[src/source/isa_pkg.sv]
`default_nettype none

package isa_pkg;

        localparam int inst_w = 16;

        // Major opcode, bits 15 to 11
        typedef enum logic [4:0] {
                OP_ADDSP3   = 5'b00000,
                OP_NOP      = 5'b00001,
                OP_B        = 5'b00010,
                OP_BEQZ     = 5'b00100,
                OP_BNEZ     = 5'b00101,
                OP_SHIFT    = 5'b00110, // funct picks SLL, SRL, SRA
                OP_ADDIU3   = 5'b01000,
                OP_ADDIU    = 5'b01001,
                OP_GROUP_SP = 5'b01100, // rx field picks ADDSP, MTSP, SW_RS
                OP_LI       = 5'b01101,
                OP_LW_SP    = 5'b10010,
                OP_LW       = 5'b10011,
                OP_SW_SP    = 5'b11010,
                OP_SW       = 5'b11011,
                OP_ARITH    = 5'b11100,
                OP_LOGIC    = 5'b11101
        } opcode_e;

        typedef struct packed {
                opcode_e     op;
                logic [2:0]  rx;
                logic [7:0]  imm8;
        } rri_s;

        typedef struct packed {
                opcode_e     op;
                logic [2:0]  rx; // bits 10..8
                logic [2:0]  ry; // bits 7..5
                logic [2:0]  rz; // bits 4..2
                logic [1:0]  funct;
        } rrr_s;

        typedef struct packed {
                opcode_e     op;
                logic [10:0] imm11;
        } i11_s;

        typedef union packed {
                rri_s rri;
                rrr_s rrr;
                i11_s i11;
        } inst_u;

        typedef enum logic [4:0] {
                KIND_NOP, KIND_ADDIU, KIND_ADDIU3, KIND_ADDSP, KIND_ADDSP3,
                KIND_ADDU, KIND_SUBU, KIND_AND, KIND_OR,
                KIND_SLL, KIND_SRL, KIND_SRA, KIND_SLLV, KIND_LI,
                KIND_LW, KIND_LW_SP, KIND_SW, KIND_SW_SP, KIND_SW_RS,
                KIND_B, KIND_BEQZ, KIND_BNEZ, KIND_JR, KIND_MTSP
        } inst_kind_e;

endpackage

`default_nettype wire

[src/source/ctl_pkg.sv]
`default_nettype none

package ctl_pkg;

        import isa_pkg::*;

        typedef enum logic [3:0] {
                ALU_NOP, ALU_ADD, ALU_SUB, ALU_AND, ALU_OR, ALU_SLL,
                ALU_SRL, ALU_SRA, ALU_SLLV, ALU_RETA, ALU_RETB
        } alu_op_e;

        typedef enum logic [1:0] {A_NOP, A_REGA, A_SP, A_RZ} a_sel_e;
        typedef enum logic [1:0] {B_NOP, B_REGB, B_IMM} b_sel_e;
        typedef enum logic [1:0] {DST_NOP, DST_REG, DST_SP} reg_dst_e;
        typedef enum logic [1:0] {WB_NOP, WB_ALU, WB_MEM} wb_src_e;
        typedef enum logic [1:0] {WA_NOP, WA_RX, WA_RY, WA_RZ} wb_addr_e;
        typedef enum logic [1:0] {JC_NEVER, JC_ALWAYS, JC_ZERO, JC_NONZERO} jump_cond_e;
        typedef enum logic [1:0] {JS_NOP, JS_IMM, JS_ALU} jump_src_e;
        typedef enum logic [1:0] {ST_NOP, ST_REGA, ST_REGB, ST_RA} store_src_e;

        typedef struct packed {
                alu_op_e            alu_op;
                a_sel_e             a_sel;
                b_sel_e             b_sel;
                reg_dst_e           reg_dst;
                wb_src_e            wb_src;
                wb_addr_e           wb_addr;
                logic               mem_en;
                logic               mem_wr; // 1 = store
                jump_cond_e         jump_cond;
                jump_src_e          jump_src;
                store_src_e         store_src;
                logic [inst_w-1:0]  imm;    // Already extended
        } ctl_word_s;

        // Bundle of an instruction that does nothing
        localparam ctl_word_s ctl_nop = '{
                alu_op:    ALU_NOP,
                a_sel:     A_NOP,
                b_sel:     B_NOP,
                reg_dst:   DST_NOP,
                wb_src:    WB_NOP,
                wb_addr:   WA_NOP,
                mem_en:    1'b0,
                mem_wr:    1'b0,
                jump_cond: JC_NEVER,
                jump_src:  JS_NOP,
                store_src: ST_NOP,
                imm:       '0
        };

endpackage

`default_nettype wire

[src/source/inst_classifier.sv]
`timescale 1ns/10ps
`default_nettype none

module inst_classifier
        import isa_pkg::*;
(
        input  logic       clk_50MHz,
        input  logic       arst_n,
        input  logic       inst_valid,
        input  inst_u      inst,
        input  logic       accept,
        output logic       kind_valid,
        output inst_kind_e kind,
        output inst_u      kind_inst
);

        inst_kind_e kind_d;

        always_comb begin
                kind_d = KIND_NOP; // Unknown and dropped words
                case (inst.rrr.op)
                        OP_ADDSP3: kind_d = KIND_ADDSP3;
                        OP_B:      kind_d = KIND_B;
                        OP_BEQZ:   kind_d = KIND_BEQZ;
                        OP_BNEZ:   kind_d = KIND_BNEZ;
                        OP_ADDIU3: kind_d = KIND_ADDIU3;
                        OP_ADDIU:  kind_d = KIND_ADDIU;
                        OP_LI:     kind_d = KIND_LI;
                        OP_LW_SP:  kind_d = KIND_LW_SP;
                        OP_LW:     kind_d = KIND_LW;
                        OP_SW_SP:  kind_d = KIND_SW_SP;
                        OP_SW:     kind_d = KIND_SW;
                        OP_SHIFT: begin
                                case (inst.rrr.funct)
                                        2'b00: kind_d = KIND_SLL;
                                        2'b10: kind_d = KIND_SRL;
                                        2'b11: kind_d = KIND_SRA;
                                endcase
                        end
                        OP_GROUP_SP: begin
                                case (inst.rrr.rx)
                                        3'b011: kind_d = KIND_ADDSP;
                                        3'b100: kind_d = KIND_MTSP;
                                        3'b010: kind_d = KIND_SW_RS;
                                endcase
                        end
                        OP_ARITH: begin
                                case (inst.rrr.funct)
                                        2'b01: kind_d = KIND_ADDU;
                                        2'b11: kind_d = KIND_SUBU;
                                endcase
                        end
                        OP_LOGIC: begin
                                case ({inst.rrr.rz, inst.rrr.funct})
                                        5'b01100: kind_d = KIND_AND;
                                        5'b01101: kind_d = KIND_OR;
                                        5'b00100: kind_d = KIND_SLLV;
                                        5'b00000: if (inst.rrr.ry == 3'b000) kind_d = KIND_JR;
                                endcase
                        end
                endcase
        end

        always_ff @(posedge clk_50MHz or negedge arst_n) begin
                if (!arst_n)
                        kind_valid <= 1'b0;
                else
                        kind_valid <= accept;
        end

        // Payload follows any offered word, only accepted ones are marked valid
        always_ff @(posedge clk_50MHz) begin
                if (inst_valid) begin
                        kind      <= kind_d;
                        kind_inst <= inst;
                end
        end

endmodule

`default_nettype wire

[src/source/ctl_generator.sv]
`timescale 1ns/10ps
`default_nettype none

module ctl_generator
        import isa_pkg::*, ctl_pkg::*;
(
        input  logic       clk_50MHz,
        input  logic       arst_n,
        input  logic       kind_valid,
        input  inst_kind_e kind,
        input  inst_u      kind_inst,
        output logic       ctl_valid,
        output ctl_word_s  ctl
);

        logic [inst_w-1:0] imm;
        ctl_word_s         ctl_d;

        always_comb begin
                case (kind)
                        KIND_ADDIU, KIND_ADDSP, KIND_ADDSP3, KIND_LW_SP,
                        KIND_SW_SP, KIND_SW_RS, KIND_BEQZ, KIND_BNEZ:
                                imm = {{8{kind_inst.rri.imm8[7]}}, kind_inst.rri.imm8};
                        KIND_ADDIU3:
                                imm = {{12{kind_inst.rrr.rz[1]}}, kind_inst.rrr.rz[1:0],
                                       kind_inst.rrr.funct};
                        KIND_LW, KIND_SW:
                                imm = {{11{kind_inst.rrr.rz[2]}}, kind_inst.rrr.rz,
                                       kind_inst.rrr.funct};
                        KIND_LI:
                                imm = {8'h00, kind_inst.rri.imm8};
                        KIND_B:
                                imm = {{5{kind_inst.i11.imm11[10]}}, kind_inst.i11.imm11};
                        default:
                                imm = '0;
                endcase
        end

        always_comb begin
                ctl_d = ctl_nop;
                case (kind)
                        KIND_ADDIU, KIND_ADDIU3, KIND_ADDSP3, KIND_LW, KIND_LW_SP: begin
                                ctl_d.alu_op  = ALU_ADD; // Base plus offset into a register
                                ctl_d.a_sel   = A_REGA;
                                ctl_d.b_sel   = B_IMM;
                                ctl_d.reg_dst = DST_REG;
                                ctl_d.wb_src  = WB_ALU;
                                ctl_d.wb_addr = WA_RX;
                                if (kind == KIND_ADDSP3 || kind == KIND_LW_SP)
                                        ctl_d.a_sel = A_SP;
                                if (kind == KIND_ADDIU3 || kind == KIND_LW)
                                        ctl_d.wb_addr = WA_RY;
                                if (kind == KIND_LW || kind == KIND_LW_SP) begin
                                        ctl_d.wb_src = WB_MEM;
                                        ctl_d.mem_en = 1'b1;
                                end
                        end
                        KIND_ADDSP: begin
                                ctl_d.alu_op  = ALU_ADD;
                                ctl_d.a_sel   = A_SP;
                                ctl_d.b_sel   = B_IMM;
                                ctl_d.reg_dst = DST_SP;
                                ctl_d.wb_src  = WB_ALU;
                        end
                        KIND_SW, KIND_SW_SP, KIND_SW_RS: begin
                                ctl_d.alu_op    = ALU_ADD;
                                ctl_d.a_sel     = (kind == KIND_SW) ? A_REGA : A_SP;
                                ctl_d.b_sel     = B_IMM;
                                ctl_d.mem_en    = 1'b1;
                                ctl_d.mem_wr    = 1'b1;
                                ctl_d.store_src = ST_REGA;
                                if (kind == KIND_SW)
                                        ctl_d.store_src = ST_REGB;
                                if (kind == KIND_SW_RS)
                                        ctl_d.store_src = ST_RA;
                        end
                        KIND_ADDU, KIND_SUBU, KIND_AND, KIND_OR, KIND_SLLV,
                        KIND_SLL, KIND_SRL, KIND_SRA: begin
                                ctl_d.a_sel   = A_REGA;
                                ctl_d.b_sel   = B_REGB;
                                ctl_d.reg_dst = DST_REG;
                                ctl_d.wb_src  = WB_ALU;
                                ctl_d.wb_addr = WA_RX;
                                case (kind)
                                        KIND_ADDU: ctl_d.alu_op = ALU_ADD;
                                        KIND_SUBU: ctl_d.alu_op = ALU_SUB;
                                        KIND_AND:  ctl_d.alu_op = ALU_AND;
                                        KIND_OR:   ctl_d.alu_op = ALU_OR;
                                        KIND_SLLV: ctl_d.alu_op = ALU_SLLV;
                                        KIND_SLL:  ctl_d.alu_op = ALU_SLL;
                                        KIND_SRL:  ctl_d.alu_op = ALU_SRL;
                                        default:   ctl_d.alu_op = ALU_SRA;
                                endcase
                                if (kind == KIND_ADDU || kind == KIND_SUBU)
                                        ctl_d.wb_addr = WA_RZ;
                                if (kind == KIND_SLLV)
                                        ctl_d.wb_addr = WA_RY;
                                // Shift amount comes from the rz field
                                if (kind == KIND_SLL || kind == KIND_SRL || kind == KIND_SRA)
                                        ctl_d.a_sel = A_RZ;
                        end
                        KIND_LI: begin
                                ctl_d.alu_op  = ALU_RETB;
                                ctl_d.b_sel   = B_IMM;
                                ctl_d.reg_dst = DST_REG;
                                ctl_d.wb_src  = WB_ALU;
                                ctl_d.wb_addr = WA_RX;
                        end
                        KIND_MTSP: begin
                                ctl_d.alu_op  = ALU_RETA;
                                ctl_d.a_sel   = A_REGA;
                                ctl_d.reg_dst = DST_SP;
                                ctl_d.wb_src  = WB_ALU;
                        end
                        KIND_B: begin
                                ctl_d.jump_cond = JC_ALWAYS;
                                ctl_d.jump_src  = JS_IMM;
                        end
                        KIND_BEQZ, KIND_BNEZ: begin
                                ctl_d.a_sel     = A_REGA; // Tested register
                                ctl_d.jump_cond = (kind == KIND_BEQZ) ? JC_ZERO : JC_NONZERO;
                                ctl_d.jump_src  = JS_IMM;
                        end
                        KIND_JR: begin
                                ctl_d.alu_op    = ALU_RETA;
                                ctl_d.a_sel     = A_REGA;
                                ctl_d.jump_cond = JC_ALWAYS;
                                ctl_d.jump_src  = JS_ALU;
                        end
                        default: ;
                endcase
                ctl_d.imm = imm;
        end

        always_ff @(posedge clk_50MHz or negedge arst_n) begin
                if (!arst_n)
                        ctl_valid <= 1'b0;
                else
                        ctl_valid <= kind_valid;
        end

        always_ff @(posedge clk_50MHz) begin
                if (kind_valid)
                        ctl <= ctl_d;
        end

endmodule

`default_nettype wire

[src/source/credit_tracker.sv]
`timescale 1ns/10ps
`default_nettype none

module credit_tracker #(
        parameter int CREDITS = 2
) (
        input  logic clk_50MHz,
        input  logic arst_n,
        input  logic accept,
        input  logic ctl_credit,
        output logic inst_ready
);

        localparam int cnt_w = $clog2(CREDITS + 1);

        logic [cnt_w-1:0] count; // Free slots at the consumer

        always_ff @(posedge clk_50MHz or negedge arst_n) begin
                if (!arst_n) begin
                        count <= CREDITS[cnt_w-1:0];
                end else begin
                        case ({accept, ctl_credit})
                                2'b10:   count <= count - cnt_w'(1);
                                2'b01:   count <= count + cnt_w'(1);
                                default: count <= count; // Both or neither
                        endcase
                end
        end

        assign inst_ready = (count != '0);

endmodule

`default_nettype wire

[src/source/decode_stage.sv]
`timescale 1ns/10ps
`default_nettype none

module decode_stage
        import isa_pkg::*, ctl_pkg::*;
#(
        parameter int CREDITS = 2
) (
        input  logic      clk_50MHz,
        input  logic      arst_n,
        input  logic      inst_valid,
        input  inst_u     inst,
        input  logic      ctl_credit,
        output logic      inst_ready,
        output logic      ctl_valid,
        output ctl_word_s ctl
);

        logic       accept;
        logic       kind_valid;
        inst_kind_e kind;
        inst_u      kind_inst;

        assign accept = inst_valid & inst_ready;

        inst_classifier i_classifier (
                .clk_50MHz  (clk_50MHz),
                .arst_n     (arst_n),
                .inst_valid (inst_valid),
                .inst       (inst),
                .accept     (accept),
                .kind_valid (kind_valid),
                .kind       (kind),
                .kind_inst  (kind_inst)
        );

        ctl_generator i_generator (
                .clk_50MHz  (clk_50MHz),
                .arst_n     (arst_n),
                .kind_valid (kind_valid),
                .kind       (kind),
                .kind_inst  (kind_inst),
                .ctl_valid  (ctl_valid),
                .ctl        (ctl)
        );

        // Never more words in flight than the consumer can hold
        credit_tracker #(
                .CREDITS (CREDITS)
        ) i_credits (
                .clk_50MHz  (clk_50MHz),
                .arst_n     (arst_n),
                .accept     (accept),
                .ctl_credit (ctl_credit),
                .inst_ready (inst_ready)
        );

endmodule

`default_nettype wire

[config.mk]
export PLATFORM = sky130hd
export DESIGN_NAME = decode_stage
export DESIGN_NICKNAME = d
export VERILOG_FILES = /design/src/source/isa_pkg.sv /design/src/source/ctl_pkg.sv /design/src/source/inst_classifier.sv /design/src/source/ctl_generator.sv /design/src/source/credit_tracker.sv /design/src/source/decode_stage.sv
export SDC_FILE = /design/constraint.sdc
export NUM_CORES = 1
export LEC_CHECK = 0
export BUFFER_PORTS_ARGS = -buffer_cell sky130_fd_sc_hd__buf_2
export CORE_MARGIN = 5
export CORE_UTILIZATION = 35
export DETAILED_ROUTE_END_ITERATION = 8
export SYNTH_ARGS = -nofsm -noshare
export SYNTH_HDL_FRONTEND = slang
export SYNTH_SLANG_ARGS = --single-unit
[constraint.sdc]
create_clock -name clk_50MHz -period 4.28 [get_ports clk_50MHz]
set_input_delay 0.856 -clock clk_50MHz [delete_from_list [all_inputs] [get_ports clk_50MHz]]
set_output_delay 0.856 -clock clk_50MHz [all_outputs]
set_load 0.005 [all_outputs]
# After elaboration in Yosys (flattened, before gate mapping)
# Cells that the tools add are included.
[classes]
n_div = 0
n_bitwise = 1
n_addsub = 2
eq_ne = 48
n_mul = 0
n_reduce_logical = 24
order_cmp = 0
n_mux = 28
shifts = 0
[op_table]
columns = ["operator", "n"]
rows = [
  ["16-bit one-hot mux with 5 select lines", 1],
  ["5-bit one-hot mux with 15 select lines", 1],
  ["5-bit by 4-bit == test with 1-bit output, second input constant", 14],
  ["5-bit == test, second input constant", 14],
  ["5-bit by 3-bit == test with 1-bit output, second input constant", 8],
  ["4-bit one-hot mux with 3 select lines", 3],
  ["4-bit one-hot mux with 7 select lines", 1],
  ["5-bit one-hot mux with 4 select lines", 1],
  ["2-bit 2-to-1 mux", 9],
  ["9-bit OR reduction", 2],
  ["4-bit one-hot mux with 4 select lines", 1],
  ["8-bit OR reduction", 2],
  ["5-bit by 2-bit == test with 1-bit output, second input constant", 3],
  ["5-bit one-hot mux with 3 select lines", 1],
  ["5-bit logical NOT", 2],
  ["2-bit one-hot mux with 5 select lines", 1],
  ["10-bit OR reduction", 1],
  ["2-bit one-hot mux with 2 select lines", 2],
  ["2-bit OR reduction", 4],
  ["2-bit == test, second input constant", 3],
  ["3-bit by 2-bit == test with 1-bit output, second input constant", 2],
  ["1-bit logical OR", 6],
  ["2-bit one-hot mux with 3 select lines", 1],
  ["3-bit one-hot mux with 2 select lines", 1],
  ["15 further kinds", 19],
]
[totals]
reg_bits = 58
memories = 0
out_inout_bits = 40
in_bits = 20
mem_bits_ro = 0
latch_bits = 0
mem_bits_rw = 0
wordCells = 120

# Logic depth before layout (Yosys ltp)
# Gate-level depths: netlist of run 1.
[logic_depth]
ltp_word = 5
depth_mapped = 7
mapped_depth_nobuf = 6

# Cells and area by module
# Synthesis of run 1 repeated with hierarchy kept, for this count alone.
[unflattened]
hier_cells = 261
hier_area_um2 = 3009.1
[modules_own_cells]
columns = ["module", "area_each_um2", "seq_area_each_um2", "cells_each", "n_inst"]
rows = [
  ["ctl_generator", 1806.7, 1016.0, 166, 1],
  ["inst_classifier", 1092.3, 655.6, 85, 1],
  ["credit_tracker", 103.8, 51.3, 9, 1],
  ["decode_stage", 6.3, 0.0, 1, 1],
]

# Worst setup path before layout of run 1
# Ideal clock, no wire load.
[synth_path]
kind = "input to register"
start = "input inst[0] (netlist name)"
end = "register i_classifier.kind[2], data pin"
setup_slack_ns = 2.126
cell_stages = 6
arrival_time_ns = 1.882
setup_ns = 0.272
n_path_buf = 0
required_ns = 4.008
cell_sequence = "inv_1 ha_1 nor4b_1 nor4b_1 o21a_1 or4_1"
[synth_via]
elab_chain_cells = 3
elab_cells_between_ends = 9
classes_between = "eq/ne: 5; mux: 3; reduce/logical: 1"
[synth_lines]
columns = ["element", "line_no", "rtl"]
rows = [
  ["from (decl)", "decode_stage.sv:12", "input inst_u inst,"],
  ["5-bit by 3-bit == test with 1-bit output, or another cell as far along", "inst_classifier.sv:54", "case ({inst.rrr.rz, inst.rrr.funct})"],
  ["5-bit one-hot mux with 4 select lines or 3-bit one-hot mux with 2 select lines (tied branches)", "inst_classifier.sv:54, inst_classifier.sv:48", ""],
  ["5-bit one-hot mux with 15 select lines *", "inst_classifier.sv:21", "case (inst.rrr.op)"],
  ["net i_classifier.kind_d[2]", "inst_classifier.sv:17", "inst_kind_e kind_d;"],
  ["to (signal assigned)", "inst_classifier.sv:74", "kind <= kind_d;"],
  ["to (decl)", "inst_classifier.sv:13", "output inst_kind_e kind,"],
]
# The timed path passes the listed nets; every way through them passes the cells marked *.
# A chain may end at the register's enable or synchronous reset.

==> flow_metrics.py, run 1 <==
metrics = {
    "route": {
        "first_pass_iters": 4,
        "route.met2.wl_um": 2670,
        "wl_per_cell_um": 14.0,
        "wl_um": 5600,
        "detail-route-antenna-nets": 0,
        "first_iter_violations": 91,
        "drt_drc_violations_left": 0,
        "routed-wl-met3_um": 436,
        "drt-met1-wl_um": 2430,
        "vias": 2051,
        "highest_layer": "met4",
        "via_per_inst": 5.11,
    },
    "clock_tree": {
        "holdBufCountCts": 0,
        "worstSkewPairLatency_ns": 0.30,
        "cts-root-buf": "clkbuf_8",
        "cts_resized": 0,
        "htreeDepth": 2,
        "clk_pin_slew_worst_paths_ns": 0.10,
        "ctsLongestPathBuffers": 2,
        "cts_buffers": 5,
        "cts.sinks": 53,
        "post_cts_buffers": 0,
        "tritoncts": "yes",
    },
    "floorplan": {
        "ioPinCount": 60,
        "coreArea_um2": 7810,
        "dieHeight_um": 99.8,
        "start_util_pct": 36.2,
        "die_x_um": 99.8,
        "rows": 32,
        "die_area_um2": 9970,
    },
    "timing": {
        "rsz0062_at_grt": "no",
        "setup_viol": 0,
        "finalCritPeriodShare_pct": 49.5,
        "worstMarginPinSlew_ns": 0.869,
        "setup_tns_ns": 0,
        "fmax_ghz": 0.472,
        "period_minus_slack_ns": 2.12,
        "slew_violations": 0,
        "slew_headroom_pct": 42.1,
        "hold_viol": 0,
        "finClkSkew_ns": 0.00803,
    },
    "synth": {
        "yosysTopAreaCell": "edfxtp_1",
        "syn_avg_cell_area_um2": 11.1,
        "synth.area.top_cells": "edfxtp_1 (52%), nor2_1 (3.6%), dfrtp_1 (2.7%)",
        "ys_warn_count": 0,
        "synth_top_area_share_pct": 52.1,
        "yosysSeqAreaShare_pct": 55.7,
        "yosys.cell_types.count": 55,
        "async_reset_ff_share_pct": 7.55,
        "synth_edf_count": 49,
        "ys.flop_type": "edfxtp_1",
        "synth_area_um2": 2830,
        "ys_ff_latch": 53,
        "syn_inst": 255,
        "syn_nets": 281,
    },
    "min_path": {
        "min_path_type": "primary input to async pin",
    },
    "place": {
        "gp_congestion": 0.860,
        "numPortBuffers": 59,
        "hpwlAfterDp_um": 4080,
        "place_area_um2": 3120,
    },
    "setup_path": {
        "path_class": "flop to flop",
        "arrival_ns": 2.13,
        "critPathLaunchType": "flop",
        "cp.required_ns": 4.29,
        "slowest_stage": "edfxtp_1",
        "max_stage_delay_ns": 0.93,
        "cpLargestDelayFamily": "flip-flops",
        "crit_chain": "inv_1 > maj3_1 > a22oi_1 > o22ai_1",
        "crit_buf_inv": 1,
        "cp_max_fo": 28,
        "cp-end-kind": "flop",
    },
    "finish": {
        "antennaDiodeCount": 0,
        "final_nets": 324,
        "layout-drive-gt1-share_pct": 26.1,
        "syn_to_final_growth_pct": 13.5,
        "final_area_um2": 3210,
    },
    "power_and_ir_drop": {
        "peakVddDrop_uv": 227,
        "power.density_nw_per_um2": 411,
        "p_leak_nw": 1.33,
    },
    "global_route": {
        "grt_usage_pct": 11.5,
        "grt_pass1_wl_um": 9210,
        "grt_max_degree": 33,
        "first_global_vias": 1870,
        "overflow": 0,
        "antenna_found_initial": 0,
    },
    "job": {
        "drv_cap": 0,
    },
    "status": {
        "status": "finished, final reports clean",
    },
}
==> metal layers <==
layer / vias up / track usage (%)
met2: 84 / 18.6
met5: - / 0
met3: 4 / 2.85
met4: 0 / 3.78
li1: 1011 / -
met1: 952 / 15.0
==> cells in the mapped netlist (3+ instances only) <==
master	instances
a211oi_1	3
nor3b_1	3
buf_2	13
o21ai_0	11
nor3_1	7
nand3_1	4
edfxtp_1	49
mux2i_1	3
or2_2	5
buf_4	6
nand2b_1	6
and3_1	5
nor2_1	27
nor2b_1	6
inv_1	9
nand2_1	12
nor4b_1	3
xor2_1	5
a21o_1	5
ha_1	6
and2_1	5
clkbuf_1	3
a21oi_1	12
dfrtp_1	3
nand3b_1	5
==> state kept, by name, indices dropped and copies added (netlist names) <==
register and flops:
i_credits.count 2, i_generator.ctl_valid 1, i_classifier.kind_valid 1, i_classifier.kind_inst 11, i_generator.ctl 33, i_classifier.kind 5
==> final cells by class <==
class | count | area, um2
inverters | 9 | 33.8
clock buffers | 5 | 68.8
multi-input cells | 169 | 1080
well taps | 102 | 128
flip-flops and latches | 53 | 1570
clock inverters | 3 | 17.5
fillers | 774 | 4600
repair buffers | 60 | 303
==> metrics by stage <==
stage                     utilization (%)  worst slack (ns)  cells  hold WS (ns)  total power [mW]
after global placement               40.0              1.92    393         0.497              1.06
after floorplan                         -              2.13    255         0.478             0.941
after global routing                 41.1              1.95    401         0.328              1.40
after detailed placement             40.0              1.86    393         0.503              1.07
final                                41.1              2.16    401         0.339              1.32
after CTS                            41.1              2.14    401         0.332              1.34
==> cells in the final DEF, fill, tap and decap left out, drive strengths merged, types with 3 or more instances in the layout <==
cell type  instances
a21oi             13
a211oi             3
or2                5
and3               5
edfxtp            49
a21o               5
ha                 6
xor2               5
mux2i              3
dfrtp              3
clkbuf             5
nand2b             6
nor3               7
buf               60
nor2              27
nor4b              3
o21ai             13
nand3b             5
nor3b              3
clkinv             3
nor2b              6
nand2             12
nand3              4
inv                9
and2               5
==> cells by family (layout without fill, tap and decap cells) <==
logic type | count (synthesis) | in the layout | synth area share, %
AOI/OAI and AO/OA | 53 | 53 | 12.6
xor gates and xnor gates | 7 | 7 | 2.17
adders and majority gates | 7 | 7 | 3.01
buffers and inverters | 33 | 77 | 6.02
DFF | 53 | 53 | 55.7
muxes | 3 | 3 | 1.06
and+or+nand+nor | 99 | 99 | 19.5
==> worst paths after layout <==
check	from	to	slack, ns	depth (start not counted)
min	arst_n	i_generator.ctl_valid	0.34	1
max	i_classifier.kind[2]	i_generator.ctl[33]	2.16	4
max in group asynchronous	arst_n	i_credits.count[1]	3.73	1
max reg2reg	i_classifier.kind[2]	i_generator.ctl[33]	2.16	4
min in group clk_50MHz	i_credits.count[0]	i_credits.count[0]	0.52	1
min reg2reg	i_credits.count[0]	i_credits.count[0]	0.52	1
==> where the power goes <==
group / leakage [nW] / switching, mW / internal, mW
logic: 0.751 / 0.148 / 0.133
clock network: 0.0455 / 0.160 / 0.113
registers: 0.531 / 0.0687 / 0.694
Note: power is estimated with default switching activity, not from simulation.
==> inputs of run 2 (changes only) <==
ABC_AREA = 1   (was unset)
clock period = 1.7 ns   (was 4.28 ns; I/O delays follow)
==> flow_metrics.py, run 2 <==
metrics = {
    "status": {
        "status": "finished, final reports clean",
    },
    "clock_tree": {
        "worstSkewPairLatency_ns": 0.30,
        "ctsLongestPathBuffers": 2,
        "cts.sinks": 53,
        "tritoncts": "yes",
        "cts-root-buf": "clkbuf_8",
        "clk_pin_slew_worst_paths_ns": 0.09,
        "cts_buffers": 5,
        "htreeDepth": 2,
    },
    "synth": {
        "ys.flop_type": "edfxtp_1",
        "netlist_top_cells_count": "nand2_1 (75), nor2_1 (69), edfxtp_1 (49)",
        "ys_ff_latch": 53,
        "syn_nets": 358,
        "syn_inst": 332,
        "synth.area.top_cells": "edfxtp_1 (51%), nand2_1 (9.8%), nor2_1 (9.1%)",
        "syn_avg_cell_area_um2": 8.62,
        "yosysSeqAreaShare_pct": 55.0,
        "ys_warn_count": 0,
        "async_reset_ff_share_pct": 7.55,
        "yosys.cell_types.count": 28,
        "synth_area_um2": 2860,
        "yosysTopAreaCell": "edfxtp_1",
        "synth_top_area_share_pct": 51.4,
        "yosysMostFrequentCell": "nand2_1",
        "synth_edf_count": 49,
    },
    "setup_path": {
        "cp_max_fo": 6,
        "r2r_cells": 6,
        "crit_chain": "inv_2 > nor2_2 > nand2_2 > nand4_1 > nor2_2 > nand3_1",
        "path_class": "flop to flop",
        "max_stage_delay_ns": 0.54,
        "reg2reg_to": "i_generator.ctl[26]",
        "slowest_stage": "edfxtp_1",
        "crit_path_frequent_cell": "nor2_2",
        "cp-end-kind": "flop",
        "critPathLaunchType": "flop",
        "reg2reg_from": "i_classifier.kind[1]",
        "arrival_ns": 1.66,
        "reg2reg_slack_ns": 0.1,
        "cp.required_ns": 1.75,
    },
    "timing": {
        "worst_hold_slack_ns": 0.231,
        "fmax_ghz": 0.624,
        "slew_headroom_pct": 73.7,
        "worstMarginPinSlew_ns": 0.395,
        "hold_viol": 0,
        "finClkSkew_ns": 0.00276,
        "setup_tns_ns": 0,
        "slew_violations": 0,
        "finalCritPeriodShare_pct": 94.3,
        "setup_viol": 0,
        "period_minus_slack_ns": 1.60,
    },
    "route": {
        "detail-route-antenna-nets": 0,
        "drt_drc_violations_left": 0,
        "via_per_inst": 4.67,
        "vias": 2416,
        "first_iter_violations": 97,
        "wl_per_cell_um": 12.8,
        "first_pass_iters": 4,
        "wl_um": 6610,
    },
    "place": {
        "hpwlAfterDp_um": 5320,
        "gp_congestion": 0.885,
        "numPortBuffers": 59,
    },
    "floorplan": {
        "rows": 33,
        "coreArea_um2": 8090,
        "ioPinCount": 60,
        "start_util_pct": 35.4,
        "die_x_um": 100,
        "die_area_um2": 10100,
        "dieHeight_um": 100,
    },
    "finish": {
        "mostFrequentLayoutCell": "nand2_1",
        "largest_register_ffs": 33,
        "final_core_util_pct": 44.3,
        "nFillCells": 826,
        "biggestRegsByFlops": "i_generator.ctl (33), i_classifier.kind_inst (11), i_classifier.kind (5)",
        "final_nets": 437,
        "syn_to_final_growth_pct": 25.4,
        "top_register": "i_generator.ctl",
        "layout_common_cells": "nand2_1 (65), nor2_1 (64), buf_2 (59)",
        "antennaDiodeCount": 0,
        "layout-drive-gt1-share_pct": 26.5,
    },
    "global_route": {
        "grt_usage_pct": 13.2,
        "antenna_found_initial": 0,
        "first_global_vias": 2242,
        "grt_pass1_wl_um": 10600,
        "grt_max_degree": 34,
        "overflow": 0,
    },
    "power_and_ir_drop": {
        "power.density_nw_per_um2": 992,
        "p_leak_nw": 1.69,
        "peakVddDrop_uv": 368,
    },
    "min_path": {
        "min_from": "inst[5]",
        "min_path_cells": 1,
        "whs_endpoint": "i_classifier.kind_inst[5]",
        "min_path_type": "primary input to flop",
    },
    "job": {
        "drv_cap": 0,
    },
}
==> run 2: routing by layer <==
layer	wire (um)	GRT usage [%]	share of wire (%)	vias up
met5	0	0	0	-
met4	87	3.94	1.3	0
met3	322	2.43	4.9	7
met2	3310	22.4	50	50
met1	2890	17.1	44	1100
li1	-	-	-	1259
==> run 2: cell type report <==
class / count / area [um2] / share of cell area [%]
Sequential cell: 53 / 1570 / 43.8
Clock inverter: 2 / 33.8 / 0.941
Clock buffer: 6 / 72.6 / 2.02
Inverter: 35 / 131 / 3.66
Multi-Input combinational cell: 235 / 1170 / 32.5
Timing Repair Buffer: 81 / 479 / 13.4
Tap cell: 105 / 131 / 3.66
==> run 2: timing repair <==
action                                  in CTS  in global routing
pin swaps                                    0                  5
endpoints found under the setup margin       1                 17
setup buffers                                0                  5
hold buffers                                 1                  0
endpoints found under the hold margin        3                  0
resized for setup                            1                 22
==> run 2: how the worst max path moves through the flow <==
| stage | slack (ns) | to | start | depth (start not counted) |
|---|---|---|---|---|
| 6_report | 0.1 | i_generator.ctl[26] | i_classifier.kind[1] | 6 |
| 5_1_grt | -0.02 | i_generator.ctl[26] | i_classifier.kind[1] | 6 |
| 4_1_cts | 0.006 | i_generator.ctl[26] | i_classifier.kind[3] | 6 |
| 3_5_place_dp | 0.009 | i_generator.ctl[8] | i_classifier.kind[1] | 9 |
| 3_3_place_gp | 0.03 | i_generator.ctl[7] | i_classifier.kind[1] | 9 |
| 2_1_floorplan | 0.22 | i_generator.ctl[14] | i_classifier.kind[1] | 10 |
==> run 2: worst max-delay path: cells and delay by family, from the launching register on <==
kind | cells | cell delay [ns]
DFF | 1 | 0.54
buffers and inverters | 1 | 0.16
and+or+nand+nor | 5 | 0.66
==> run 2: logic make-up after synthesis <==
kind of cell / share of synthesized area [%]
AO/OA/AOI/OAI: 6.30
AND/OR/NAND/NOR: 28.9
adder cells (fa/ha/maj): 2.62
XOR/XNOR: 0.612
buffers and inverters: 6.60
flip-flops: 55.0
==> run 2: power breakdown <==
part | leakage, nW | total [mW] | internal, mW | switching [mW]
logic | 1.11 | 0.880 | 0.362 | 0.518
clock network | 0.0528 | 0.820 | 0.435 | 0.385
registers | 0.530 | 1.86 | 1.77 | 0.0927
==> run 2: metrics by stage <==
stage	setup slack, ns	area (um2)	power [mW]	std cells
after floorplan	0.217	2860	2.35	332
after global placement	0.0301	3360	2.72	503
after detailed placement	0.00903	3360	2.74	503
after CTS	0.00594	3480	3.57	512
after global routing	-0.0168	3590	3.77	517
final	0.0963	3590	3.56	517
==> inputs of run 3 (changes only) <==
CTS_BUF_LIST = sky130_fd_sc_hd__clkbuf_16   (was unset)
==> flow_metrics.py, run 3 (synthesized netlist as in run 2, its figures left out) <==
metrics = {
    "setup_path": {
        "slowest_stage": "edfxtp_1",
        "cp-end-kind": "flop",
        "critPathLaunchType": "flop",
        "cpLargestDelayFamily": "simple AND/OR/NAND/NOR gates",
        "crit_chain": "inv_2 > nor2_1 > nand2_2 > nand4_1 > nor2_2 > nand3_1",
        "cp.required_ns": 1.73,
        "crit_buf_inv": 1,
        "path_class": "flop to flop",
        "max_stage_delay_ns": 0.53,
        "arrival_ns": 1.62,
        "cp_max_fo": 6,
    },
    "clock_tree": {
        "cts-root-buf": "clkbuf_16",
        "worstSkewPairLatency_ns": 0.29,
        "htreeDepth": 2,
        "cts.sinks": 53,
        "cts_buffers": 5,
        "ctsLongestPathBuffers": 2,
        "tritoncts": "yes",
        "clk_pin_slew_worst_paths_ns": 0.07,
    },
    "finish": {
        "layout-drive-gt1-share_pct": 26.4,
        "antennaDiodeCount": 0,
        "final_cells": 518,
        "final_nets": 438,
        "final_area_um2": 3650,
        "largest_register_ffs": 33,
        "top_register": "i_generator.ctl",
        "layout_common_cells": "nand2_1 (65), nor2_1 (65), buf_2 (59)",
        "biggestRegsByFlops": "i_generator.ctl (33), i_classifier.kind_inst (11), i_classifier.kind (5)",
        "syn_to_final_growth_pct": 27.5,
    },
    "timing": {
        "worstMarginPinSlew_ns": 0.398,
        "finClkSkew_ns": 0.00656,
        "hold_viol": 0,
        "slew_headroom_pct": 73.5,
        "setup_viol": 0,
        "fmax_ghz": 0.631,
        "worst_hold_slack_ns": 0.252,
        "slew_violations": 0,
        "finalCritPeriodShare_pct": 93.2,
        "period_minus_slack_ns": 1.58,
    },
    "power_and_ir_drop": {
        "finalPower_mw": 3.84,
        "peakVddDrop_uv": 350,
        "power.density_nw_per_um2": 1050,
        "clkPwrFrac_pct": 28.6,
        "p_switching_mw": 1.02,
        "swShare_pct": 26.7,
        "pwr-share-seq_pct": 48.5,
        "internal_power_mw": 2.81,
        "combPwrFrac_pct": 22.9,
        "p_leak_nw": 1.73,
    },
    "job": {
        "drv_cap": 0,
    },
    "route": {
        "drt_drc_violations_left": 0,
        "wl_per_cell_um": 12.7,
        "vias": 2398,
        "first_iter_violations": 90,
        "detail-route-antenna-nets": 0,
        "wl_um": 6600,
        "via_per_inst": 4.63,
        "first_pass_iters": 4,
    },
    "floorplan": {
        "die_x_um": 100,
        "rows": 33,
        "ioPinCount": 60,
        "die_area_um2": 10100,
        "start_util_pct": 35.4,
        "dieHeight_um": 100,
        "coreArea_um2": 8090,
    },
    "min_path": {
        "min_path_type": "primary input to flop",
    },
    "global_route": {
        "grt_max_degree": 34,
        "antenna_found_initial": 0,
        "grt_pass1_wl_um": 10700,
        "grt_usage_pct": 13.2,
        "overflow": 0,
        "first_global_vias": 2239,
    },
    "place": {
        "numPortBuffers": 59,
        "place_inst": 503,
        "place_area_um2": 3360,
        "gp_congestion": 0.885,
        "hpwlAfterDp_um": 5320,
    },
    "status": {
        "status": "finished, final reports clean",
    },
}
[run 3: cell types whose count changed in the layout (fill, tap and decap cells not counted), sizes merged]
cell    before  now
inv         35   36
buf         80   81
clkbuf       6    5
[run 3: worst reg2reg max path: cells and delay by family, from the launching register on]
family	cells	cell delay (ns)
and+or+nand+nor	5	0.65
DFF	1	0.53
buffers and inverters	1	0.15
[run 3: power by group through the flow]
| stage | Combinational [mW] | Clock (mW) | Sequential [mW] |
|---|---|---|---|
| floorplan | 0.381 | 0 | 1.97 |
| global placement | 0.840 | 0 | 1.88 |
| detailed placement | 0.849 | 0 | 1.89 |
| CTS | 0.854 | 1.12 | 1.87 |
| global route | 0.986 | 1.18 | 1.89 |
| finish | 0.880 | 1.10 | 1.86 |
[run 3: per-layer routing]
layer / GRT usage, % / up-vias / share of wire (%)
li1: - / 1263 / -
met1: 17.1 / 1086 / 44
met2: 22.7 / 47 / 50
met3: 2.43 / 2 / 4.8
met4: 3.63 / 0 / 0.44
met5: 0 / - / 0
[run 3: cell type report]
class	count	area (um2)
sequential	53	1570
inverter	35	131
clock buffer	5	125
multi-input combinational	235	1160
tap	105	131
timing repair buffer	82	487
fill	825	4440
clock inverter	3	37.5
[run 3: final timing paths]
kind | startpoint | to | slack (ns) | depth (start not counted)
worst max-delay path | i_classifier.kind[1] | i_generator.ctl[26] | 0.12 | 6
worst min-delay path | inst[5] | i_classifier.kind_inst[5] | 0.25 | 1
worst max register to register | i_classifier.kind[1] | i_generator.ctl[26] | 0.12 | 6
worst min register to register | i_classifier.kind_valid | i_generator.ctl[19] | 0.48 | 0
max in group asynchronous | arst_n | i_credits.count[1] | 1.12 | 2
min in group asynchronous | arst_n | i_generator.ctl_valid | 0.38 | 2
[run 3: timing repair]
item | 4_1_cts | 5_1_grt
endpoints found under the setup margin | 1 | 17
pin swaps | 0 | 5
gates resized for setup | 1 | 21
hold buffers | 1 | 0
buffers inserted | 0 | 6
hold endpoints to repair | 3 | 0
[run 3: stage by stage]
stage               TNS (ns)  worst slack (ns)  utilization (%)
global route         -0.0170          -0.00652             45.1
global placement           0            0.0301             41.6
floorplan                  0             0.217                -
finish                     0             0.115             45.1
detailed placement         0           0.00903             41.6
CTS                        0           0.00522             43.7
